File: src/mem_pkg.sv
package mem_pkg;

    // **************************************************
    // Data path types
    // **************************************************
    typedef logic [31:0] word_t;
    typedef logic [31:0] addr_t;    // Byte address, bits 1:0 ignored

    localparam int BYTE_OFS_W = 2;  // Byte offset inside a word

    // **************************************************
    // Instruction cache geometry
    // **************************************************
    localparam int WORDS_PER_LINE = 4;
    localparam int LINE_OFS_W     = $clog2(WORDS_PER_LINE);

    typedef logic [LINE_OFS_W-1:0] line_ofs_t;

    // **************************************************
    // Bus masters
    // **************************************************
    // 0 is the instruction cache, 1 the direct loader
    localparam int NUM_MASTERS = 2;

    typedef logic [$clog2(NUM_MASTERS)-1:0] master_id_t;

endpackage

File: src/bus_master_if.sv
`timescale 1ns/10ps

interface bus_master_if import mem_pkg::*; ();

    logic  rreq;
    logic  wreq;
    addr_t addr;
    word_t wdata;
    word_t rdata;    // Valid together with acc
    logic  acc;      // One cycle, ends the transaction

    // Request side, held until acc
    modport master (
        output rreq,
        output wreq,
        output addr,
        output wdata,
        input  rdata,
        input  acc
    );

    modport arbiter (
        input  rreq,
        input  wreq,
        input  addr,
        input  wdata,
        output rdata,
        output acc
    );

endinterface

File: src/direct_loader.sv
`timescale 1ns/10ps

module direct_loader import mem_pkg::*; (
    input  logic         clk,
    input  logic         rst_n,
    input  logic         drreq,
    input  logic         dwreq,
    input  addr_t        daddr,
    input  word_t        dwdata,
    output word_t        drdata,
    output logic         dmiss,
    bus_master_if.master bus
);

    typedef enum logic [1:0] {
        ST_IDLE,
        ST_WAIT_ACC,
        ST_DONE
    } state_t;

    state_t state_q;
    word_t  rdata_q;
    logic   core_req;
    logic   on_bus;

    assign core_req = drreq || dwreq;

    // Core holds its request, so it goes to the bus as is
    assign on_bus    = (state_q != ST_DONE);
    assign bus.rreq  = on_bus && drreq;
    assign bus.wreq  = on_bus && dwreq;
    assign bus.addr  = daddr;
    assign bus.wdata = dwdata;

    assign dmiss  = (state_q == ST_WAIT_ACC) || (state_q == ST_IDLE && core_req);
    assign drdata = rdata_q;

    always_ff @(posedge clk) begin
        if (!rst_n) begin
            state_q <= ST_IDLE;
        end else begin
            case (state_q)
                ST_IDLE: begin
                    if (core_req) begin
                        state_q <= ST_WAIT_ACC;
                    end
                end
                ST_WAIT_ACC: begin
                    if (bus.acc) begin
                        state_q <= ST_DONE;
                    end
                end
                default: state_q <= ST_IDLE;    // Done lasts one cycle
            endcase
        end
    end

    always_ff @(posedge clk) begin
        if (bus.acc) begin
            rdata_q <= bus.rdata;
        end
    end

endmodule

File: src/flat_wrapper.sv
// flat-port wrapper written by rule: the top's interface ports become plain ports
module direct_loader_flat import mem_pkg::*;
  (clk, rst_n, drreq, dwreq, daddr, dwdata, drdata, dmiss, bus_rreq, bus_wreq, bus_addr, bus_wdata, bus_rdata, bus_acc);
  bus_master_if bus_i ();
  input  logic clk;
  input  logic rst_n;
  input  logic drreq;
  input  logic dwreq;
  input  addr_t daddr;
  input  word_t dwdata;
  output word_t drdata;
  output logic dmiss;
  output wire logic [$bits(bus_i.rreq)-1:0] bus_rreq;
  output wire logic [$bits(bus_i.wreq)-1:0] bus_wreq;
  output wire logic [$bits(bus_i.addr)-1:0] bus_addr;
  output wire logic [$bits(bus_i.wdata)-1:0] bus_wdata;
  input wire logic [$bits(bus_i.rdata)-1:0] bus_rdata;
  input wire logic [$bits(bus_i.acc)-1:0] bus_acc;
  assign bus_rreq = bus_i.rreq;
  assign bus_wreq = bus_i.wreq;
  assign bus_addr = bus_i.addr;
  assign bus_wdata = bus_i.wdata;
  assign bus_i.rdata = bus_rdata;
  assign bus_i.acc = bus_acc;
  direct_loader u_core (.clk(clk), .rst_n(rst_n), .drreq(drreq), .dwreq(dwreq), .daddr(daddr), .dwdata(dwdata), .drdata(drdata), .dmiss(dmiss), .bus(bus_i));
endmodule
File: config.mk
export PLATFORM = sky130hd
export DESIGN_NAME = direct_loader_flat
export DESIGN_NICKNAME = d
export VERILOG_FILES = /design/src/mem_pkg.sv /design/src/bus_master_if.sv /design/src/direct_loader.sv /design/src/flat_wrapper.sv
export SDC_FILE = /design/constraint.sdc
export NUM_CORES = 1
export LEC_CHECK = 0
export ABC_CLOCK_PERIOD_IN_PS = 1400
export BUFFER_PORTS_ARGS = -buffer_cell sky130_fd_sc_hd__buf_2
export CORE_AREA = 2 2 77 79
export DETAILED_ROUTE_END_ITERATION = 10
export DIE_AREA = 0 0 79 81
export GPL_ROUTABILITY_DRIVEN = 1
export PLACE_DENSITY = 0.74
export SETUP_SLACK_MARGIN = 0.2
export SLEW_MARGIN = 20
export SYNTH_ARGS = -nofsm -noshare
export SYNTH_HDL_FRONTEND = slang
export SYNTH_SLANG_ARGS = --single-unit
File: constraint.sdc
create_clock -name clk -period 1.4 [get_ports clk]
set_clock_uncertainty 0.2 [all_clocks]
set_input_delay 0 -clock clk [delete_from_list [all_inputs] [get_ports clk]]
set_output_delay 0 -clock clk [all_outputs]
set_load 0.05 [all_outputs]
**Yosys cells after proc, flatten, opt, wreduce, memory -nomap -nowiden**

Index checks and enable logic that the tools add are counted.

- Reductions and logical operators: 7
- Multiplexer cells: 3
- Equality and inequality tests: 4

Operator list:

| kind | count |
|---|---|
| two-way mux 2 bit | 2 |
| inequality test 2 bit (second input constant) | 2 |
| one-hot mux 2 bit (2 select lines) | 1 |
| logical AND 1 bit | 3 |
| == test 2 x 1 -> 1 bit (second input constant) | 1 |
| zero test 2 bit | 1 |
| logical OR 1 bit | 2 |
| inequality test 2 x 1 -> 1 bit (second input constant) | 1 |
| AND reduction 2 bit | 1 |

- Logic and storage cells: 16
- Register bits after elaboration: 34
- Input port bits: 101
- Output and inout port bits: 99

**Longest topological paths before layout**

- Word-level depth: 3
- Mapped depth: 2
- Depth with buffers taken out: 2

**Worst setup path after synthesis**

No wires, ideal clock.

- Kind: reg-to-output
- Start point: register u_core.state_q[0]
- End point: output port dmiss
- Required time: 1.200 ns
- Path slack: 0.164 ns
- Path buffers: 0
- Cell stages (with the launch flop): 3
- Arrival: 1.036 ns
- Path through: dfxtp_1 nor3_2 nor2_1

- Word-level cells in the longest chain between the ends: 3
- Elaborated cells between the ends (all ways): 4
- Classes of those cells: eq/ne (1); reduce/logical (3)

RTL lines:

| element | RTL line | text |
|---|---|---|
| from (decl) | direct_loader.sv:21 | `state_t state_q;` |
| from (signal assigned) | direct_loader.sv:40 | `state_q <= ST_IDLE;` |
| from (signal assigned) | direct_loader.sv:45 | `state_q <= ST_WAIT_ACC;` |
| from (signal assigned) | direct_loader.sv:50 | `state_q <= ST_DONE;` |
| zero test 2 bit | direct_loader.sv:35 | `assign dmiss = (state_q == ST_WAIT_ACC) \|\| (state_q == ST_IDLE && core_req);` |
| logical AND 1 bit | direct_loader.sv:35 |  |
| logical OR 1 bit (*) | direct_loader.sv:35 |  |
| to (decl) | flat_wrapper.sv:12 | `output logic dmiss;` |

Mark *: on every way between the ends. The rest lies on a longest branch, timed or not.

**Final worst setup path**

- Start point: register u_core.state_q[0]
- End point: output port bus_rreq

- Word-level cells in the longest chain between the ends: 2

RTL lines:

| element | RTL line | text |
|---|---|---|
| inequality test 2 bit | direct_loader.sv:29 | `assign on_bus = (state_q != ST_DONE);` |
| logical AND 1 bit | direct_loader.sv:30 | `assign bus.rreq = on_bus && drreq;` |
| to (decl) | flat_wrapper.sv:13 | `output wire logic [$bits(bus_i.rreq)-1:0] bus_rreq;` |

No other way between the ends.

==> key figures <==
Floorplanning
  – Core region area: between 0.005 and 0.006 mm^2
  – Die area: ~0.0064 mm^2
  – Die Span Y: between 80 and 90 um
  – Die X: roughly 80 um
  – I/O pin total: 200
  – # rows: 28
  – Initial Utilization: 0.273

Job
  – Max-capacitance violation count: 0

Finish
  – Antenna fix cells: 0
  – Area growth from synthesis to layout: 70.4%
  – Fillcell total: roughly 490
  – Fin cells: 295
  – Register area: between 0.001 and 0.0015 mm^2
  – Layout cells sized above 1: 0.395
  – # nets final: 320
  – Multi-input combinational cell area: 87.6 um^2
  – Core Util, Final: 0.465

Critical path
  – Crit path cell chain: nand2b_4, and2_4, buf_8
  – Crit start category: flip-flop
  – R2R setup slack: ~0.50 ns
  – Worst-path fanout max: 3
  – Worst R2R Path Depth: 2
  – CP max-delay cell: dfxtp_4
  – Crit path largest cell delay: 0.36 ns
  – Worst setup EP type: primary output
  – WP data required: approximately 1.2 ns
  – Worst Path Arrival: about 1.1 ns
  – Critical path class: reg2out

Logic synthesis
  – Dominant synthesized flop cell: edfxtp_1
  – Yosys top cell by area: edfxtp_1
  – Top-count cell post-synth: buf_4
  – Ys async rst share: 0
  – Synth unique cells: 10
  – Largest cells by area after synthesis: edfxtp_1 62%, buf_4 31%, dfxtp_1 2.6%
  – Synth warn: 0
  – Synth top cells by count: 64 x buf_4, 32 x edfxtp_1, 2 x and2_1, 2 x dfxtp_1, 2 x nor2_1
  – Cell count after synthesis: 107
  – EDFF count, synth: 32
  – Mapped Nets: about 210
  – Register area share after synthesis: 0.647
  – Mapped Avg Cell Area: around 14 um^2
  – Share of the synthesized area in the top cell type: 0.621
  – Number of synthesized register bits: 34
  – Post-synthesis cell area: between 0.0015 and 0.002 mm^2

Timing
  – # setup viols final: 0
  – Worst-Margin Slew: between 0.5 and 0.6 ns
  – RSZ-0062 raised after global routing: yes
  – Final Critical Period: 1.26 ns
  – Fin crit share: 0.898
  – Max Slew Vio Count: 0
  – TNS Setup: 0 ns
  – F_max: 795 MHz
  – Worst rel slew slack: 0.653
  – Worst hold slack: -0.124 ns
  – Fin. Hold Viols: 12

CTS
  – CTS Hold Bufs: 97
  – CTS root buffer: clkbuf_8
  – CTS tree: done
  – Max clock buf depth: 2
  – Clk sinks: 34
  – Reg clk slew, reported paths: roughly 0.07 ns
  – Clk_lat worst skew: approximately 0.28 ns
  – H-Tree Depth: 2
  – Post-CTS setup buffer count: 0
  – CTS buffer count: 5

GRT
  – First-pass GRT wire length: just under 5000 um
  – All-layer global routing usage: 0.104
  – Initial antenna violation count: 0
  – Gr ovfl total: 0
  – Pin count of the biggest net entering global routing: 23
  – Number of global-route vias before repair: ~1100

Drt
  – Via/cell ratio: between 3 and 4
  – First-pass DRT Iterations: 3
  – Final ANT Viol Nets: 0
  – Routed wire per std cell: approximately 13 um
  – Final wirelength: slightly below 4000 um
  – Vias: between 1000 and 1500
  – DR iter-0 viols: 28
  – DRC viols: 0

Power
  – Sw power: ~1.1 mW
  – P_int: between 1.5 and 2 mW
  – Seq pwr share: 0.418
  – Sw frac: 0.372
  – Power share of the clock group: 0.223
  – P_leak: about 1.1 nW
  – Comb pwr share: 0.359
  – Maximum vdd drop: about 0.50 mV
  – Power per cell area: around 1100 mW/mm^2
  – Pwr Total: ~2.9 mW

Run status
  – Status: complete, but fails checks
  – Failing checks: hold timing

Place
  – RePlAce Congestion: approximately 0.73
  – Port bufs: just over 70
  – Placed cell count: 190

Worst hold path
  – Hold-critical path depth: 3
  – Hold Crit Class: in2reg
-- layout make-up --
type / count / area share
clock buffer: 6 / 0.0275
clock inverter: 2 / 0.00332
multi-input combinational: 9 / 0.0332
sequential: 34 / 0.381
tap: 75 / 0.0356
timing repair buffer: 169 / 0.519
-- state kept, by name, indices dropped and copies added, names as in the netlist --
register / flops
u_core.drdata: 32
u_core.state_q: 2
-- per-layer routing --
layer / vias to the layer above / global-route usage / share of wire
li1: 517 / - / -
met1: 511 / 0.0935 / 0.32
met2: 105 / 0.210 / 0.56
met3: 6 / 0.0267 / 0.10
met4: 0 / 0.0517 / 0.017
met5: - / 0 / 0
-- path summary, 6_finish.rpt --
path / startpoint / endpoint
max: u_core.state_q[0]$_SDFFE_PN0P_ / bus_rreq
min: drreq / u_core.state_q[0]$_SDFFE_PN0P_
min reg2reg: u_core.state_q[0]$_SDFFE_PN0P_ / u_core.state_q[1]$_SDFFE_PN0P_
max reg2reg: u_core.state_q[1]$_SDFFE_PN0P_ / u_core.state_q[0]$_SDFFE_PN0P_
-- per-stage QoR --
step / area, um^2 / setup slack, ns
6_report: 2640 / 0.143
5_1_grt: 2640 / 0.117
4_1_cts: 2630 / 0.158
3_5_place_dp: 1540 / 0.378
3_3_place_gp: 1540 / 0.391
2_1_floorplan: 1550 / 0.341
-- power groups by stage --
stage	logic (mW)	registers [mW]	clock network [mW]
2_1_floorplan	0.531	1.51	0
3_3_place_gp	0.457	1.24	0
3_5_place_dp	0.457	1.24	0
4_1_cts	1.05	1.22	0.681
5_1_grt	1.09	1.23	0.730
6_report	1.05	1.22	0.653
-- critical path: cells and delay by family, from the launching register on --
family	cells	cell delay [ns]
flops	1	0.36
simple gates	2	0.28
buf+inv	1	0.14
-- cells in the final DEF (no fill, tap or decap) --
| cell | netlist | final |
|---|---|---|
| dfxtp_2 | 0 | 1 |
| buf_12 | 0 | 1 |
| nor2_2 | 0 | 1 |
| clkinv_1 | 0 | 1 |
| clkbuf_1 | 0 | 1 |
| nor2_1 | 2 | 1 |
| clkbuf_8 | 0 | 5 |
| nor3_4 | 0 | 1 |
| buf_2 | 0 | 68 |
| nand2_1 | 1 | 1 |
| and2_4 | 0 | 2 |
| nor3b_2 | 1 | 1 |
| dfxtp_4 | 0 | 1 |
| nand2b_4 | 1 | 2 |
| buf_8 | 0 | 2 |
| dlygate4sd3_1 | 0 | 97 |
| buf_4 | 64 | 1 |
| clkinv_2 | 0 | 1 |
| edfxtp_1 | 32 | 32 |
-- what timing repair did --
item | CTS | global route
endpoints found under the hold margin | 108 | 12
setup endpoints to repair | 3 | 3
pin swaps | 3 | 0
gates resized for setup | 12 | 3
-- logic make-up (layout without fill, tap and decap cells) --
family | count (synthesis) | after routing | synth area share
DFF | 34 | 34 | 0.647
buffers and inverters | 64 | 177 | 0.310
and+or+nand+nor | 9 | 9 | 0.0428
Note: power is estimated with default switching activity, not from simulation.
