$ cat src/mem_pkg.sv
package mem_pkg;

    // **************************************************
    // Data path types
    // **************************************************
    typedef logic [31:0] word_t;
    typedef logic [31:0] addr_t;    // Byte address, bits 1:0 ignored

    localparam int BYTE_OFS_W = 2;  // Byte offset inside a word

    // **************************************************
    // Instruction cache geometry
    // **************************************************
    localparam int WORDS_PER_LINE = 4;
    localparam int LINE_OFS_W     = $clog2(WORDS_PER_LINE);

    typedef logic [LINE_OFS_W-1:0] line_ofs_t;

    // **************************************************
    // Bus masters
    // **************************************************
    // 0 is the instruction cache, 1 the direct loader
    localparam int NUM_MASTERS = 2;

    typedef logic [$clog2(NUM_MASTERS)-1:0] master_id_t;

endpackage

$ cat src/bus_master_if.sv
`timescale 1ns/10ps

interface bus_master_if import mem_pkg::*; ();

    logic  rreq;
    logic  wreq;
    addr_t addr;
    word_t wdata;
    word_t rdata;    // Valid together with acc
    logic  acc;      // One cycle, ends the transaction

    // Request side, held until acc
    modport master (
        output rreq,
        output wreq,
        output addr,
        output wdata,
        input  rdata,
        input  acc
    );

    modport arbiter (
        input  rreq,
        input  wreq,
        input  addr,
        input  wdata,
        output rdata,
        output acc
    );

endinterface

$ cat src/icache.sv
`timescale 1ns/10ps

module icache import mem_pkg::*; #(
    parameter int ICACHE_LINES = 16
) (
    input  logic         clk,
    input  logic         rst_n,
    input  logic         irreq,
    input  addr_t        iaddr,
    output word_t        irdata,
    output logic         imiss,
    bus_master_if.master bus
);

    localparam int IDX_W   = $clog2(ICACHE_LINES);
    localparam int IDX_LSB = BYTE_OFS_W + LINE_OFS_W;
    localparam int TAG_LSB = IDX_LSB + IDX_W;
    localparam int TAG_W   = 32 - TAG_LSB;

    typedef logic [IDX_W-1:0] line_idx_t;
    typedef logic [TAG_W-1:0] tag_t;

    typedef enum logic {
        ST_IDLE,
        ST_FILL
    } state_t;

    state_t                  state_q;
    logic [ICACHE_LINES-1:0] valid_q;
    tag_t                    tag_mem  [ICACHE_LINES];
    word_t                   data_mem [ICACHE_LINES][WORDS_PER_LINE];

    tag_t      req_tag;
    line_idx_t req_idx;
    line_ofs_t req_ofs;
    logic      hit;

    tag_t      fill_tag_q;
    line_idx_t fill_idx_q;
    line_ofs_t fill_ofs_q;
    logic      last_word;

    // **************************************************
    // Lookup, no clock in the path
    // **************************************************
    assign req_tag = iaddr[31:TAG_LSB];
    assign req_idx = iaddr[TAG_LSB-1:IDX_LSB];
    assign req_ofs = iaddr[IDX_LSB-1:BYTE_OFS_W];

    assign hit    = valid_q[req_idx] && (tag_mem[req_idx] == req_tag);
    assign imiss  = irreq && !hit;
    assign irdata = data_mem[req_idx][req_ofs];

    // **************************************************
    // Line refill
    // **************************************************
    assign bus.rreq  = (state_q == ST_FILL);
    assign bus.wreq  = 1'b0;    // Read only
    assign bus.wdata = '0;
    assign bus.addr  = {fill_tag_q, fill_idx_q, fill_ofs_q, {BYTE_OFS_W{1'b0}}};

    assign last_word = (fill_ofs_q == line_ofs_t'(WORDS_PER_LINE - 1));

    always_ff @(posedge clk) begin
        if (!rst_n) begin
            state_q    <= ST_IDLE;
            valid_q    <= '0;
            fill_ofs_q <= '0;
        end else begin
            case (state_q)
                ST_IDLE: begin
                    if (imiss) begin
                        state_q          <= ST_FILL;
                        valid_q[req_idx] <= 1'b0;   // Old line gives way
                        fill_ofs_q       <= '0;
                    end
                end
                ST_FILL: begin
                    if (bus.acc) begin
                        fill_ofs_q <= fill_ofs_q + line_ofs_t'(1);
                        if (last_word) begin
                            valid_q[fill_idx_q] <= 1'b1;
                            state_q             <= ST_IDLE;
                        end
                    end
                end
                default: state_q <= ST_IDLE;
            endcase
        end
    end

    // Line address captured at the start of a miss
    always_ff @(posedge clk) begin
        if (state_q == ST_IDLE && imiss) begin
            fill_tag_q <= req_tag;
            fill_idx_q <= req_idx;
        end
    end

    always_ff @(posedge clk) begin
        if (state_q == ST_FILL && bus.acc) begin
            data_mem[fill_idx_q][fill_ofs_q] <= bus.rdata;
            if (last_word) begin
                tag_mem[fill_idx_q] <= fill_tag_q;
            end
        end
    end

endmodule

$ cat src/flat_wrapper.sv
// flat-port wrapper written by rule: the top's interface ports become plain ports
module icache_flat import mem_pkg::*;
#(
    parameter int ICACHE_LINES = 16
)
  (clk, rst_n, irreq, iaddr, irdata, imiss, bus_rreq, bus_wreq, bus_addr, bus_wdata, bus_rdata, bus_acc);
  bus_master_if bus_i ();
  input  logic clk;
  input  logic rst_n;
  input  logic irreq;
  input  addr_t iaddr;
  output word_t irdata;
  output logic imiss;
  output wire logic [$bits(bus_i.rreq)-1:0] bus_rreq;
  output wire logic [$bits(bus_i.wreq)-1:0] bus_wreq;
  output wire logic [$bits(bus_i.addr)-1:0] bus_addr;
  output wire logic [$bits(bus_i.wdata)-1:0] bus_wdata;
  input wire logic [$bits(bus_i.rdata)-1:0] bus_rdata;
  input wire logic [$bits(bus_i.acc)-1:0] bus_acc;
  assign bus_rreq = bus_i.rreq;
  assign bus_wreq = bus_i.wreq;
  assign bus_addr = bus_i.addr;
  assign bus_wdata = bus_i.wdata;
  assign bus_i.rdata = bus_rdata;
  assign bus_i.acc = bus_acc;
  icache #(.ICACHE_LINES(ICACHE_LINES)) u_core (.clk(clk), .rst_n(rst_n), .irreq(irreq), .iaddr(iaddr), .irdata(irdata), .imiss(imiss), .bus(bus_i));
endmodule
$ cat config.mk
export PLATFORM = sky130hd
export DESIGN_NAME = icache_flat
export DESIGN_NICKNAME = d
export VERILOG_FILES = /design/src/mem_pkg.sv /design/src/bus_master_if.sv /design/src/icache.sv /design/src/flat_wrapper.sv
export SDC_FILE = /design/constraint.sdc
export NUM_CORES = 2
export LEC_CHECK = 0
export BUFFER_PORTS_ARGS = -buffer_cell sky130_fd_sc_hd__buf_2
export CORE_AREA = 4 4 441 443
export CTS_CLUSTER_SIZE = 8
export DETAILED_ROUTE_END_ITERATION = 7
export DIE_AREA = 0 0 445 447
export GPL_ROUTABILITY_DRIVEN = 0
export PLACE_DENSITY_LB_ADDON = 0.25
export REMOVE_ABC_BUFFERS = 1
export SLEW_MARGIN = 20
export SYNTH_ARGS = -nofsm -noshare
export SYNTH_HDL_FRONTEND = slang
export SYNTH_SLANG_ARGS = --single-unit
$ cat constraint.sdc
create_clock -name clk -period 9.2 [get_ports clk]
set_input_delay 2.76 -clock clk [delete_from_list [all_inputs] [get_ports clk]]
set_output_delay 2.76 -clock clk [all_outputs]
set_load 0.01 [all_outputs]
Yosys cells after proc, flatten, opt, wreduce, memory -nomap -nowiden:

Memory sizes are Yosys's and may differ from the RTL's.
Index checks and enable logic that the tools add are counted.

* add/sub/neg operators: 1
* $lt $le $gt $ge: 7
* equal/unequal tests: 5
* mux-type cells: 27
* bitwise operators: 6
* reduce and logical (&&, ||, !) cells: 10

Operators by type and width (number)
* $mux W128: 1
* $mux W32: 3
* $bmux W32 S2: 1
* $demux W32 S2: 1
* $mux W16: 3
* $pmux W16 S2: 1
* $eq A24 B24 Y1: 1
* $and A16 B16 Y16: 1
* $not A16 Y16: 1
* $or A16 B16 Y16: 1
* $lt A4 B5 Y1 const B: 2
* $mux W1: 10
* $demux W1 S4: 2
* $ge A4 B1 Y1 const B: 2
* $logic_and A1 B1 Y1: 7
* $ge A3 B3 Y1 const B: 2
* $not A2 Y3: 2
* $bmux W1 S4: 1
* $mux W2: 2
* $ne A2 B2 Y1 const B: 2
* $pmux W2 S2: 1
* $lt A3 B1 Y1 const B: 1
* $reduce_and A3 Y1: 1
* $add A2 B1 Y2 const B: 1
* other kinds (6): 6

* register bits after elaboration: 47
* bits in writable memories: 2432
* input port bits: 68
* output and inout bits: 99
* logic and storage cells: 63
* memories kept: 2

Memories
* u_core.data_mem: depth 16, bits a word 128, read ports 1, clocked after memory_dff 0, write ports 1, line icache.sv:31 `word_t data_mem [ICACHE_LINES][WORDS_PER_LINE];`
* u_core.tag_mem: depth 16, bits a word 24, read ports 1, clocked after memory_dff 0, write ports 1, line icache.sv:30 `tag_t tag_mem [ICACHE_LINES];`

Logic depth before layout (Yosys ltp):

* word-level depth: 8
* gate-level depth with buffers: 15
* gate-level depth less buffers: 8

Worst setup path after synthesis:

No wires, ideal clock.

* kind: input -> output
* from: input iaddr[4]
* to: output irdata[0]
* data arrival time: 5.736 ns
* data required time: 6.440 ns
* setup slack: 0.704 ns
* cell stages on the path: 8
* buffers on the path: 5
* cell sequence: buf_2 -> buf_4 -> buf_2 -> clkbuf_1 -> buf_1 -> mux4_2 -> mux4_2 -> mux4_2

* cells in the longest elaborated chain, start to end: 4

RTL lines
* from (decl): line flat_wrapper.sv:11 `input addr_t iaddr;`
* $mem_v2 Z16 W128
* $bmux W32 S2: line icache.sv:52 `assign irdata = data_mem[req_idx][req_ofs];`
* $mux W32 (not written as such) (2 in a row): line icache.sv:52
* to (decl): line flat_wrapper.sv:12 `output word_t irdata;`

No other way between the ends. The select of a mux whose other input is x is not followed.

Final worst setup path:

* from: input iaddr[5]
* to: output irdata[6]

Same word-level chain as after synthesis.

==> summary.md <==
| Metric | Value |
|---|---|
| Critical path peak fanout | `46` |
| CP Capture Type | `primary output` |
| Share of cells above drive strength 1 | `33.5%` |
| Top cells by count, synth | `edfxtp_1 (2,460), mux4_2 (737), clkbuf_1 (104)` |
| Met3 GRT Util | `4.25%` |
| Leak pwr | `34.2 nW` |
| Placed wire-length estimate | `116,000 um` |
| Synthesized netlist cell count | `3,878` |
| Most common cell on crit path | `mux4_2` |
| Status | `complete, no violations` |
| Fin. Hold Viols | `0` |
| Netlist cell types | `60` |
| CTS Root Cell | `clkbuf_16` |
| Hold Path Class | `reg -> reg` |
| Die W | `445 um` |
| Crit path kind | `in -> out` |
| Synthesized flop and latch total | `2,479` |
| R2R setup slack | `5.29 ns` |
| Vias per Instance | `6.32` |
| CP cell instances | `buf_8 > buf_4 > buf_4 > mux4_2 > mux4_2 > mux4_2 > buf_2` |
| DRT iter0 DRCs | `4,907` |
| Slew margin rel. | `23.3%` |
| Worst reg2reg startpoint | `u_core.bus.rreq` |
| GR peak layer | `met2` |
| 1st-pass router iterations | `5` |
| Die height | `447 um` |
| Met1 Usage GRT | `31.8%` |
| Hold path start | `u_core.valid_q[14]` |
| Core Util, Final | `57.4%` |
| I/O pin count | `167` |
| Yosys top cell by area | `edfxtp_1` |
| Num rows | `160` |
| Routed wire per std cell | `32.1 um` |
| Initial antenna violation count | `24` |
| TNS Setup | `0 ns` |
| Share of the synthesized area in the top cell type | `77.8%` |
| Clk sink count | `2,479` |
| Vias | `43,453` |
| I/O Buffers | `129` |
| Initial Util | `50.0%` |
| Count leader, synth | `edfxtp_1` |
| Final setup viols | `0` |
| Core area | `190,000 um2` |
| Post-route ant nets | `0` |
| Seq/Total Area, Yosys | `78.2%` |
| PostCTS Resize Cnt | `0` |
| Synth area leaders | `edfxtp_1 (78%), mux4_2 (17%), mux2i_1 (0.90%), clkbuf_1 (0.41%), dfxtp_1 (0.40%)` |
| Synth warnings | `0` |
| Synth Flop Type | `edfxtp_1` |
| Synth-to-Final Area Change | `14.8%` |
| Post-route clock period utilization | `93.3%` |
| Crit path from | `iaddr[5]` |
| Peak Freq | `117 MHz` |
| CTS tree | `built` |
| Worst Path Required | `6.44 ns` |
| All-Layer GR Usage | `22.3%` |
| First-pass GRT wire length | `318,000 um` |
| CP max stage cell | `mux4_2` |
| Placed Area | `99,500 um2` |
| Worst setup margin | `0.618 ns` |
| Max incr delay on CP | `0.59 ns` |
| CTS clk-pin slew, worst paths | `0.05 ns` |
| Syn Area/Cell | `24.5 um2` |
| Final WL | `221,000 um` |
| Overflow after GRT | `0` |
| Crit-path leading delay family | `multiplexers` |
| # Post-CTS Setup Buffers | `0` |
| Design area | `109,000 um2` |
| Worst slew pin tran | `1.15 ns` |
| RSZ-0062 raised after global routing | `no` |
| Worst vdd ir | `213 uV` |
| Worst Setup Start Kind | `primary input` |
| Met2 Usage GRT | `35.3%` |
| Die ar. | `199,000 um2` |
| WP data arrival | `5.82 ns` |
| CP Buf/Inv Count | `4` |
| Filler cells | `13,302` |
| Vias in the first global route | `44,685` |
| MaxCap Viol Count | `0` |
| Hold buffers post-CTS | `0` |
| PD cells | `228 nW/um2` |
| Largest net degree at the start of global routing | `108` |
| Post-layout min period | `8.58 ns` |
| Async SR Flop Fraction | `0%` |
| EDFF count, synth | `2,460` |
| H-Tree Level Count | `5` |
| Clk buf depth | `4` |
| Pre-CTS setup slack | `0.575 ns` |
| Syn Std Cell Area | `95,000 um2` |
| Worst skew pair latency | `0.95 ns` |
| Clk_skew | `0.0641 ns` |
| Nets@finish | `4,381` |
| DRC | `0` |
| Num CTS Buffers | `360` |
| Max-slew violation count | `0` |
| Final Power | `24.8 mW` |
==> cell type report <==
type	instances	area [um2]	area share [%]
diodes	5	12.5	0.0115
clock buffers	408	9250	8.49
clock inverters	8	70.1	0.0643
inverters	14	60.1	0.0551
multi-input cells	1187	20100	18.4
flip-flops and latches	2479	74300	68.1
well taps	2511	3140	2.88
repair buffers	267	2130	1.96
==> per-stage QoR <==
stage / hold WS, ns / std cells
finish: 0.498 / 6879
global route: 0.522 / 6875
detailed placement: 0.491 / 6452
floorplan: 0.473 / 3680
global placement: 0.483 / 6452
CTS: 0.497 / 6868
==> power by group <==
part | internal [mW] | switching, mW | total (mW)
Combinational | 0.449 | 0.638 | 1.09
Sequential | 12.5 | 0.0293 | 12.5
Clock | 6.93 | 4.30 | 11.2
Total | 19.8 | 4.97 | 24.8
==> final timing paths <==
kind                        endpoint  cells past startpoint
setup reg to reg   u_core.valid_q[0]                      6
hold / removal    u_core.valid_q[14]                      2
hold reg to reg   u_core.valid_q[14]                      2
setup / recovery           irdata[6]                      7
==> worst min-delay path: stages, from the launching register on <==
cell	delay [ns]
dfxtp_1	0.30
nor2_1	0.09
a311oi_1	0.05
==> cells by family after synthesis <==
| family | Yosys count | synth area share (%) |
|---|---|---|
| other | 1 | 0.00395 |
| DFF | 2479 | 78.2 |
| muxes | 836 | 18.5 |
| buffers and inverters | 246 | 1.30 |
| and+or+nand+nor | 176 | 0.800 |
| xor gates and xnor gates | 18 | 0.166 |
| AOI/OAI and AO/OA | 118 | 0.959 |
| adders and majority gates | 4 | 0.0527 |
==> metal layers <==
metal	share of wire (%)	vias up
met3	7.7	360
met2	49	1948
met5	0.016	-
met1	41	23623
met4	2.9	6
li1	-	17516
==> cell usage in the layout (no fill, tap or decap), types with 6 or more instances in the layout <==
cell type and n:
nor2_4 64, inv_1 13, clkbuf_16 363, a311oi_1 15, mux4_2 737, dfxtp_1 19, xor2_1 7, nor2b_1 8
a22oi_1 29, clkbuf_1 45, mux2_2 14, nor2_1 33, edfxtp_1 2460, mux2i_1 85, buf_12 28, nand2_1 31
o22ai_1 6, a22o_1 10, buf_2 106, o21ai_0 8, nand3_1 12, a21oi_1 10, buf_4 129, inv_6 7
xnor2_1 11, conb_1 35
==> sequential cells by signal (all words and copies together) (netlist names) <==
signal and count:
u_core.bus.rreq 1, u_core.data_mem 2048, u_core.fill_idx_q 4, u_core.fill_ofs_q 2, u_core.fill_tag_q 24, u_core.tag_mem 384
u_core.valid_q 16
(Power assumes the default switching activity.)
