`src/mem_pkg.sv`:
```
package mem_pkg;

    // **************************************************
    // Data path types
    // **************************************************
    typedef logic [31:0] word_t;
    typedef logic [31:0] addr_t;    // Byte address, bits 1:0 ignored

    localparam int BYTE_OFS_W = 2;  // Byte offset inside a word

    // **************************************************
    // Instruction cache geometry
    // **************************************************
    localparam int WORDS_PER_LINE = 4;
    localparam int LINE_OFS_W     = $clog2(WORDS_PER_LINE);

    typedef logic [LINE_OFS_W-1:0] line_ofs_t;

    // **************************************************
    // Bus masters
    // **************************************************
    // 0 is the instruction cache, 1 the direct loader
    localparam int NUM_MASTERS = 2;

    typedef logic [$clog2(NUM_MASTERS)-1:0] master_id_t;

endpackage

```
`src/bus_master_if.sv`:
```
`timescale 1ns/10ps

interface bus_master_if import mem_pkg::*; ();

    logic  rreq;
    logic  wreq;
    addr_t addr;
    word_t wdata;
    word_t rdata;    // Valid together with acc
    logic  acc;      // One cycle, ends the transaction

    // Request side, held until acc
    modport master (
        output rreq,
        output wreq,
        output addr,
        output wdata,
        input  rdata,
        input  acc
    );

    modport arbiter (
        input  rreq,
        input  wreq,
        input  addr,
        input  wdata,
        output rdata,
        output acc
    );

endinterface

```
`src/bus_arbiter.sv`:
```
`timescale 1ns/10ps

module bus_arbiter import mem_pkg::*; (
    input  logic          clk,
    input  logic          rst_n,
    bus_master_if.arbiter m0,
    bus_master_if.arbiter m1,
    output addr_t         ram_addr,
    output word_t         ram_wdata,
    output logic          ram_rreq,
    output logic          ram_wreq,
    input  word_t         ram_rdata
);

    logic [NUM_MASTERS-1:0] req;
    master_id_t             sel;
    logic                   fwd;

    master_id_t gnt_q;
    logic       inflight_q;     // RAM answers in this cycle

    assign req[0] = m0.rreq || m0.wreq;
    assign req[1] = m1.rreq || m1.wreq;

    // Lowest index wins, only while nothing is open
    assign sel = req[0] ? master_id_t'(0) : master_id_t'(1);
    assign fwd = !inflight_q && (|req);

    // **************************************************
    // Request path to the RAM
    // **************************************************
    always_comb begin
        if (sel == master_id_t'(0)) begin
            ram_addr  = m0.addr;
            ram_wdata = m0.wdata;
            ram_rreq  = fwd && m0.rreq;
            ram_wreq  = fwd && m0.wreq;
        end else begin
            ram_addr  = m1.addr;
            ram_wdata = m1.wdata;
            ram_rreq  = fwd && m1.rreq;
            ram_wreq  = fwd && m1.wreq;
        end
    end

    always_ff @(posedge clk) begin
        if (!rst_n) begin
            inflight_q <= 1'b0;
            gnt_q      <= '0;
        end else begin
            inflight_q <= fwd;
            if (fwd) begin
                gnt_q <= sel;
            end
        end
    end

    // **************************************************
    // Answer path, granted master only
    // **************************************************
    assign m0.acc   = inflight_q && (gnt_q == master_id_t'(0));
    assign m1.acc   = inflight_q && (gnt_q == master_id_t'(1));
    assign m0.rdata = m0.acc ? ram_rdata : '0;
    assign m1.rdata = m1.acc ? ram_rdata : '0;

endmodule

```
`src/flat_wrapper.sv`:
```
// flat-port wrapper written by rule: the top's interface ports become plain ports
module bus_arbiter_flat import mem_pkg::*;
  (clk, rst_n, ram_addr, ram_wdata, ram_rreq, ram_wreq, ram_rdata, m0_rreq, m0_wreq, m0_addr, m0_wdata, m0_rdata, m0_acc, m1_rreq, m1_wreq, m1_addr, m1_wdata, m1_rdata, m1_acc);
  bus_master_if m0_i ();
  bus_master_if m1_i ();
  input  logic clk;
  input  logic rst_n;
  output addr_t ram_addr;
  output word_t ram_wdata;
  output logic ram_rreq;
  output logic ram_wreq;
  input  word_t ram_rdata;
  input wire logic [$bits(m0_i.rreq)-1:0] m0_rreq;
  input wire logic [$bits(m0_i.wreq)-1:0] m0_wreq;
  input wire logic [$bits(m0_i.addr)-1:0] m0_addr;
  input wire logic [$bits(m0_i.wdata)-1:0] m0_wdata;
  output wire logic [$bits(m0_i.rdata)-1:0] m0_rdata;
  output wire logic [$bits(m0_i.acc)-1:0] m0_acc;
  input wire logic [$bits(m1_i.rreq)-1:0] m1_rreq;
  input wire logic [$bits(m1_i.wreq)-1:0] m1_wreq;
  input wire logic [$bits(m1_i.addr)-1:0] m1_addr;
  input wire logic [$bits(m1_i.wdata)-1:0] m1_wdata;
  output wire logic [$bits(m1_i.rdata)-1:0] m1_rdata;
  output wire logic [$bits(m1_i.acc)-1:0] m1_acc;
  assign m0_i.rreq = m0_rreq;
  assign m0_i.wreq = m0_wreq;
  assign m0_i.addr = m0_addr;
  assign m0_i.wdata = m0_wdata;
  assign m0_rdata = m0_i.rdata;
  assign m0_acc = m0_i.acc;
  assign m1_i.rreq = m1_rreq;
  assign m1_i.wreq = m1_wreq;
  assign m1_i.addr = m1_addr;
  assign m1_i.wdata = m1_wdata;
  assign m1_rdata = m1_i.rdata;
  assign m1_acc = m1_i.acc;
  bus_arbiter u_core (.clk(clk), .rst_n(rst_n), .m0(m0_i), .m1(m1_i), .ram_addr(ram_addr), .ram_wdata(ram_wdata), .ram_rreq(ram_rreq), .ram_wreq(ram_wreq), .ram_rdata(ram_rdata));
endmodule
```
`config.mk`:
```
export PLATFORM = sky130hd
export DESIGN_NAME = bus_arbiter_flat
export DESIGN_NICKNAME = d
export VERILOG_FILES = /design/src/mem_pkg.sv /design/src/bus_master_if.sv /design/src/bus_arbiter.sv /design/src/flat_wrapper.sv
export SDC_FILE = /design/constraint.sdc
export NUM_CORES = 1
export LEC_CHECK = 0
export CAP_MARGIN = 20
export CORE_AREA = 2 2 114 116
export CTS_CLUSTER_DIAMETER = 30
export DETAILED_ROUTE_END_ITERATION = 7
export DIE_AREA = 0 0 116 118
export DONT_BUFFER_PORTS = 1
export PLACE_DENSITY_LB_ADDON = 0.2
export SYNTH_ARGS = -nofsm -noshare
export SYNTH_HDL_FRONTEND = slang
export SYNTH_SLANG_ARGS = --single-unit
```
`constraint.sdc`:
```
create_clock -name clk -period 1.5 [get_ports clk]
set_clock_uncertainty 0.15 [all_clocks]
set_input_delay 0.3 -clock clk [delete_from_list [all_inputs] [get_ports clk]]
set_output_delay 0.3 -clock clk [all_outputs]
set_load 0.1 [all_outputs]
```
# Word level (Yosys, flattened, before mapping)
# Index checks and enable logic that the tools add are counted.
[totals] register_bits=2 input_bits=166 out_inout_bits=132 elab_cells=21
[classes] n_mux=7 n_bitwise=1 n_reduce_logical=11
[op_table] operator="32-bit 2-to-1 mux" n=4
[op_table] operator="1-bit logical AND" n=7
[op_table] operator="1-bit 2-to-1 mux" n=3
[op_table] operator="1-bit logical OR" n=2
[op_table] operator="2-bit OR reduction" n=1
[op_table] operator="1-bit logical NOT" n=1
[op_table] operator="1-bit inverter" n=1

# Longest topological paths before layout
# Gate-level depths: netlist of run 1.
[logic_depth] ltp_word=5 ltp_mapped=4

# Worst setup path before layout of run 1
# OpenSTA, ideal clock, no wires.
[synth_timing] kind="reg-to-output" startpoint="register u_core.inflight_q" endpoint="output ram_rreq" arrival_time_ns=1.932 required_ns=1.050 path_slack_ns=-0.882 path_stages_with_launch=3 path_buffers=1 cell_sequence="dfxtp_1 > clkbuf_1 > a21oi_1"
[synth_between] elab_chain_len=4
[synth_lines] element="from (decl)" line_no="bus_arbiter.sv:20" text="logic inflight_q;"
[synth_lines] element="from (signal assigned)" line_no="bus_arbiter.sv:51" text="inflight_q <= fwd;"
[synth_lines] element="1-bit logical NOT *" line_no="bus_arbiter.sv:27" text="assign fwd = !inflight_q && (|req);"
[synth_lines] element="1-bit logical AND *" line_no="bus_arbiter.sv:27"
[synth_lines] element="1-bit logical AND, on equally long branches" line_no="bus_arbiter.sv:41, bus_arbiter.sv:36"
[synth_lines] element="1-bit 2-to-1 mux *" line_no="bus_arbiter.sv:33" text="if (sel == master_id_t'(0)) begin"
[synth_lines] element="to (decl)" line_no="flat_wrapper.sv:10" text="output logic ram_rreq;"
# Mark *: on every way between the ends. The rest lies on a longest branch, timed or not.

# Worst setup path after layout of run 1
[layout_timing] startpoint="register u_core.inflight_q" endpoint="output m0_rdata[0]"
[layout_between] elab_chain_len=2
[layout_lines] element="1-bit logical AND" line_no="bus_arbiter.sv:61" text="assign m0.acc = inflight_q && (gnt_q == master_id_t'(0));"
[layout_lines] element="32-bit 2-to-1 mux" line_no="bus_arbiter.sv:63" text="assign m0.rdata = m0.acc ? ram_rdata : '0;"
[layout_lines] element="to (decl)" line_no="flat_wrapper.sv:17" text="output wire logic [$bits(m0_i.rdata)-1:0] m0_rdata;"
# No other way between the ends.

==> results of run 1 <==
[cells in the final DEF (no fill, tap or decap)]
master / count
a21oi_4: 2
and2_2: 3
and2_4: 30
and3_4: 32
buf_12: 41
buf_16: 9
buf_4: 5
buf_6: 6
bufbuf_16: 1
clkbuf_16: 5
dfxtp_4: 2
inv_1: 2
mux2_4: 64
nand2b_1: 2
nor2_4: 1
nor2b_4: 1
nor3b_1: 1
nor4_1: 1
o21ba_2: 1
o221a_2: 1
[worst register-to-register path, delay by kind of cell, from the launching register on]
family | cells | cell delay, ns
buffers and inverters | 3 | 0.40
flip-flops | 1 | 0.34
AO/OA/AOI/OAI | 2 | 0.38
[worst max path at each step]
stage / from / endpoint / slack [ns] / depth (start not counted)
floorplan: u_core.inflight_q / ram_rreq / -0.27 / 2
finish: u_core.inflight_q / m0_rdata[0] / -0.23 / 4
detailed placement: m0_rreq / ram_wdata[4] / -0.29 / 3
global route: u_core.inflight_q / m0_rdata[0] / -0.28 / 4
CTS: m0_rreq / ram_addr[25] / -0.24 / 4
global placement: m0_rreq / ram_wdata[4] / -0.27 / 3
[timing repair]
action | in CTS | in global routing
setup endpoints to repair | 132 | 132
resized for setup | 26 | 2
setup buffers | 8 | 1
cloned | 9 | 2
pin swaps | 3 | 6
[through the flow]
stage	hold WS, ns	instance area, µm²	power (W)
2_1_floorplan	0.289	1880	0.00215
3_3_place_gp	0.301	2800	0.00234
3_5_place_dp	0.297	2800	0.00233
4_1_cts	0.0670	3260	0.00290
5_1_grt	0.0712	3310	0.00297
6_report	0.0664	3310	0.00290
[power by group through the flow]
stage / clock network, W / logic [W] / registers [W]
detailed placement: 0 / 0.00227 / 0.0000641
floorplan: 0 / 0.00209 / 0.0000630
global route: 0.000414 / 0.00249 / 0.0000644
global placement: 0 / 0.00227 / 0.0000641
finish: 0.000401 / 0.00244 / 0.0000639
CTS: 0.000404 / 0.00243 / 0.0000634
[registers in the layout (all words and copies together), names as in the netlist]
signal and count:
u_core.gnt_q 1, u_core.inflight_q 1
[area by class of cell]
| class | instances | area share |
|---|---|---|
| inverters | 2 | 0.00227 |
| clock buffers | 3 | 0.0227 |
| flip-flops and latches | 2 | 0.0144 |
| well taps | 172 | 0.0650 |
| repair buffers | 64 | 0.379 |
| multi-input cells | 139 | 0.517 |
[logic make-up (layout without fill, tap and decap cells)]
family	count (synthesis)	count (layout)
AND/OR/NAND/NOR	71	71
multiplexers	64	64
buffers and inverters	19	69
AO/OA/AOI/OAI	4	4
flip-flops	2	2
[per-layer routing]
metal	track usage	vias to the layer above
li1	-	676
met2	0.167	134
met1	0.129	741
met5	0	-
met3	0.0124	0
met4	0.00670	0
==> out/results.ini, run 1 <==
[yosys]
synthSimpleGateAreaFrac = 0.287
synth_top_area_frac = 0.471
synthDistinctLibCells = 18
synthFlopType = dfxtp_1
synth_warnings = 0
ys_ff_latch = 2
synth_adder_area_share = 0
synth.area.top_cells = mux2_4 47%, and2_1 13%, and3_1 13%
yosys-top-cells-count = 49 x mux2_4, 33 x and2_1, 32 x and3_1, 15 x mux2_2, 9 x clkbuf_1
syn-num-nets = 326
netlist_area_um2 = 1560
syn_inst = 160
avgSynthCellArea_um2 = 9.76
synth_area_leader_cell = mux2_4
muxShareOfSynthArea = 0.579
yosysMostFrequentCell = mux2_4
synth_compound_area_frac = 0.0200
synthArstFlopShare = 0
yosysSeqAreaShare = 0.0256
synth-edff-count = 0
synth_top_family_by_area = multiplexers
synth_xor_area_frac = 0

[min_path]
min_path_cells = 1
worst_hold_path_type = primary input to register
min-delay-start = rst_n
hold-path-endpoint = u_core.gnt_q

[worst_setup_path]
cp_max_fo = 31
reg2reg_to = u_core.gnt_q
rr_startpoint = u_core.inflight_q
arrival_ns = 1.28
path_common_cell = buf_12
reg2reg_depth = 5
critPathRequiredTime_ns = 1.05
crit_family = simple AND/OR/NAND/NOR gates
cpPeakStageDelay_ns = 0.34
crit_path_end_kind = output port
rrSetupSlack_ns = 0.12
path_cells = nor2b_4 -> buf_12 -> and2_2 -> buf_12
critPathSlowestCell = dfxtp_4
cp-start-kind = register
worstSetupPathType = register to output port
crit_buf_inv = 2

[sta]
min_period_over_period = 1.15
setup_tns_ns = -24.96
worstMarginPinSlew_ns = 0.307
hold_viol_final = 0
fin_ws_ns = -0.232
grt_setup_unrepaired = yes
min_period_ns = 1.73
slew-limit-headroom = 0.796
setup_viol = 132
max_freq_mhz = 578
maxSlewViolCount = 0

[clock_tree]
htreeDepth = 1
clk_pin_slew_ns = 0.03
numClockSinks = 2
cts_buffers = 3
cts_root_buffer = clkbuf_16
clk_path_buf_depth = 2
cts_tree = done
clk_latency_ns = 0.22
cts_hold_buf = 0

[route]
wl_met1_um = 3170
top_layer = met3
drt_iter0_drc = 19
met2_length_um = 3890
wl_met3_um = 550
drcViolationCount = 0
dr.pass1.iters = 4
ant_nets = 0
routed_wl_um = 7610
routedWlPerCell_um = 19.9
drt-vias-per-instance = 4.06
num_vias = 1551

[place]
dp_hpwl_um = 5480
io_buffers = 0
dp.cells = 360
pre_cts_slack_ns = -0.289
gp_congestion = 0.747

[pwr]
powerDensity_nw_per_um2 = 876
ir_worst_vdd_mv = 0.662
p_leak_nw = 1.40
p_int_w = 0.000995
switchingPower_w = 0.00191
p_comb_frac = 0.840
pwr-share-clk = 0.138
seqPwrFrac = 0.022
sw_frac_of_total = 0.657

[floorplan]
io_pins = 298
dieArea_um2 = 13700
die_h_um = 118
die_x_um = 116
start_util = 0.126
rows = 41
coreArea_um2 = 12400

[finish]
nNetsFinal = 378
multi_input_area_um2 = 1710
num_antenna_cells = 0
syn_to_final_growth_pct = 112
final_cells = 382
drive_gt1_frac = 0.971
post-route-util = 0.267
seq_area_um2 = 47.5
nFillCells = 1301

[global_route]
grt_overflow = 0
grt_start_max_net_pins = 32
antenna_found_initial = 0
grt_pass1_wl_um = 10000
grt_usage = 0.0955
grt_pass1_vias = 1618

[run_status]
violations = negative setup slack
status = finished, violations left

[run]
maxCapViolCount = 0

(Power assumes the default switching activity.)
==> inputs of run 2 (changes only) <==
- SKIP_CTS_REPAIR_TIMING: unset -> 1
==> run 2 against run 1 <==
The flow still finishes with violations (negative setup slack). Clock power about the same. Final cell count down 0.79%. Die area is the same. Flip-flop and latch count did not move. Worst setup slack lost 0.069 ns. Sequential power grew 2%.
==> out/results.ini, run 2 (synthesis gave the netlist of run 1 again) <==
[run_status]
status = finished, violations left
violations = negative setup slack

[pwr]
ir_worst_vdd_mv = 0.620  ; -6.3%
powerDensity_nw_per_um2 = 892  ; +1.8%
p_int_w = 0.000972  ; -2.3%
switchingPower_w = 0.00190  ; -0.40%
pwr-share-clk = 0.139  ; about the same
p_leak_nw = 1.37  ; -2.1%
sw_frac_of_total = 0.662  ; +0.00440
seqPwrFrac = 0.023  ; about the same
p_comb_frac = 0.838  ; -0.002

[route]
routedWlPerCell_um = 20.2  ; +1.6%
num_vias = 1560  ; +0.58%
drt-vias-per-instance = 4.12  ; +1.4%
drcViolationCount = 0  ; unchanged
ant_nets = 0  ; unchanged
dr.pass1.iters = 4  ; unchanged
drt_iter0_drc = 33  ; +14
routed_wl_um = 7670  ; +0.79%

[worst_setup_path]
rr_startpoint = u_core.inflight_q
reg2reg_to = u_core.gnt_q
arrival_ns = 1.35  ; +0.07 ns
rrSetupSlack_ns = 0.26  ; +0.14 ns
crit_path_end_kind = output port
reg2reg_depth = 3  ; -2
cp-start-kind = register
cp_max_fo = 8  ; -74%
critPathRequiredTime_ns = 1.05  ; about the same
worstSetupPathType = register to output port

[finish]
reg_top3 = u_core.gnt_q x1, u_core.inflight_q x1
post-route-util = 0.259  ; -0.00746
syn_to_final_growth_pct = 106
final_cells = 379  ; -0.79%
nFillCells = 1306  ; +0.38%
layout_commonest_cell = mux2_4
num_antenna_cells = 0  ; unchanged
seq_area_um2 = 45.0  ; -5.3%
nNetsFinal = 375  ; -0.79%
multi_input_area_um2 = 1700  ; -0.95%
layout_common_cells = 64 x mux2_4, 46 x buf_12, 32 x and2_4
drive_gt1_frac = 0.971  ; about the same

[clock_tree]
cts_buffers = 3  ; unchanged
cts_tree = done
clk_latency_ns = 0.22  ; about the same
htreeDepth = 1  ; unchanged
cts_root_buffer = clkbuf_16
clk_path_buf_depth = 2  ; unchanged
numClockSinks = 2  ; unchanged
clk_pin_slew_ns = 0.03  ; about the same

[sta]
fin_ws_ns = -0.301  ; -0.0694 ns
setup_viol = 132  ; unchanged
worstMarginPinSlew_ns = 0.307  ; +0.000335 ns
slew-limit-headroom = 0.796  ; about the same
min_period_over_period = 1.20  ; +0.0463
setup_tns_ns = -24.32  ; +0.641 ns
maxSlewViolCount = 0  ; unchanged
max_freq_mhz = 555  ; -3.9%
grt_setup_unrepaired = yes
min_period_ns = 1.80  ; +0.0694 ns
hold_viol_final = 0  ; unchanged

[min_path]
min_path_cells = 1  ; unchanged
worst_hold_path_type = primary input to register
hold-path-endpoint = u_core.gnt_q
min-delay-start = rst_n

[place]
gp_congestion = 0.747  ; unchanged
io_buffers = 0  ; unchanged
dp.cells = 360  ; unchanged
dp_hpwl_um = 5480  ; unchanged

[global_route]
grt_pass1_wl_um = 8490  ; -15%
grt_overflow = 0  ; unchanged
grt_usage = 0.0787  ; -0.0167
grt_start_max_net_pins = 65  ; +100%
grt_pass1_vias = 1444  ; -11%
antenna_found_initial = 0  ; unchanged

[run]
maxCapViolCount = 0  ; unchanged

[floorplan]
coreArea_um2 = 12400  ; unchanged
die_h_um = 118  ; unchanged
io_pins = 298  ; unchanged
start_util = 0.126  ; unchanged
dieArea_um2 = 13700  ; unchanged
rows = 41  ; unchanged
die_x_um = 116  ; unchanged

-- run 2: cell types whose count changed in the layout (fill, tap and decap cells not counted), moves of 2 or more --
cell | previous run | this run
buf_16 | 9 | 0
and3_2 | 0 | 5
and3_4 | 32 | 27
buf_12 | 41 | 46
clkbuf_16 | 5 | 10
buf_4 | 5 | 2
and2_2 | 3 | 1
and2_4 | 30 | 32
-- run 2: metal layers --
metal / vias up / track usage / share of wire
met4: 0 / 0.00670 / 0
met1: 755 / 0.100 / 0.41
met5: - / 0 / 0
met2: 136 / 0.144 / 0.52
met3: 0 / 0.0113 / 0.073
li1: 669 / - / -
-- run 2: per-stage QoR --
step | worst slack (ns) | total power, W | area [µm²] | hold WS (ns)
after floorplan | -0.269 | 0.00215 | 1880 | 0.289
after global placement | -0.270 | 0.00234 | 2800 | 0.301
after detailed placement | -0.289 | 0.00233 | 2800 | 0.297
after CTS | -0.300 | 0.00274 | 2880 | 0.0688
after global routing | -0.343 | 0.00294 | 3220 | 0.0712
final | -0.301 | 0.00287 | 3220 | 0.0673
-- run 2: final cells by class --
type | instances | area share
clock buffers | 3 | 0.0233
inverters | 2 | 0.00233
multi-input cells | 139 | 0.526
flip-flops and latches | 2 | 0.0140
well taps | 172 | 0.0668
repair buffers | 61 | 0.367
-- run 2: power by group through the flow --
stage / Clock [W] / Sequential [W] / Combinational (W)
detailed placement: 0 / 0.0000641 / 0.00227
finish: 0.000400 / 0.0000652 / 0.00241
floorplan: 0 / 0.0000630 / 0.00209
CTS: 0.000404 / 0.0000635 / 0.00227
global route: 0.000414 / 0.0000661 / 0.00246
global placement: 0 / 0.0000641 / 0.00227
-- run 2: how the worst max path moves through the flow --
| stage | start | to | slack (ns) | cells after the start |
|---|---|---|---|---|
| after floorplan | u_core.inflight_q | ram_rreq | -0.27 | 2 |
| after global placement | m0_rreq | ram_wdata[4] | -0.27 | 3 |
| after detailed placement | m0_rreq | ram_wdata[4] | -0.29 | 3 |
| after CTS | u_core.inflight_q | m0_rdata[0] | -0.30 | 4 |
| after global routing | u_core.inflight_q | m0_rdata[22] | -0.34 | 4 |
| final | u_core.inflight_q | m0_rdata[22] | -0.30 | 4 |
-- run 2: worst max-delay path: stages, from the launching register on --
cell and delay, ns:
dfxtp_2 0.34, nor2b_4 0.16, buf_12 0.14, clkbuf_16 0.15, and2_4 0.33
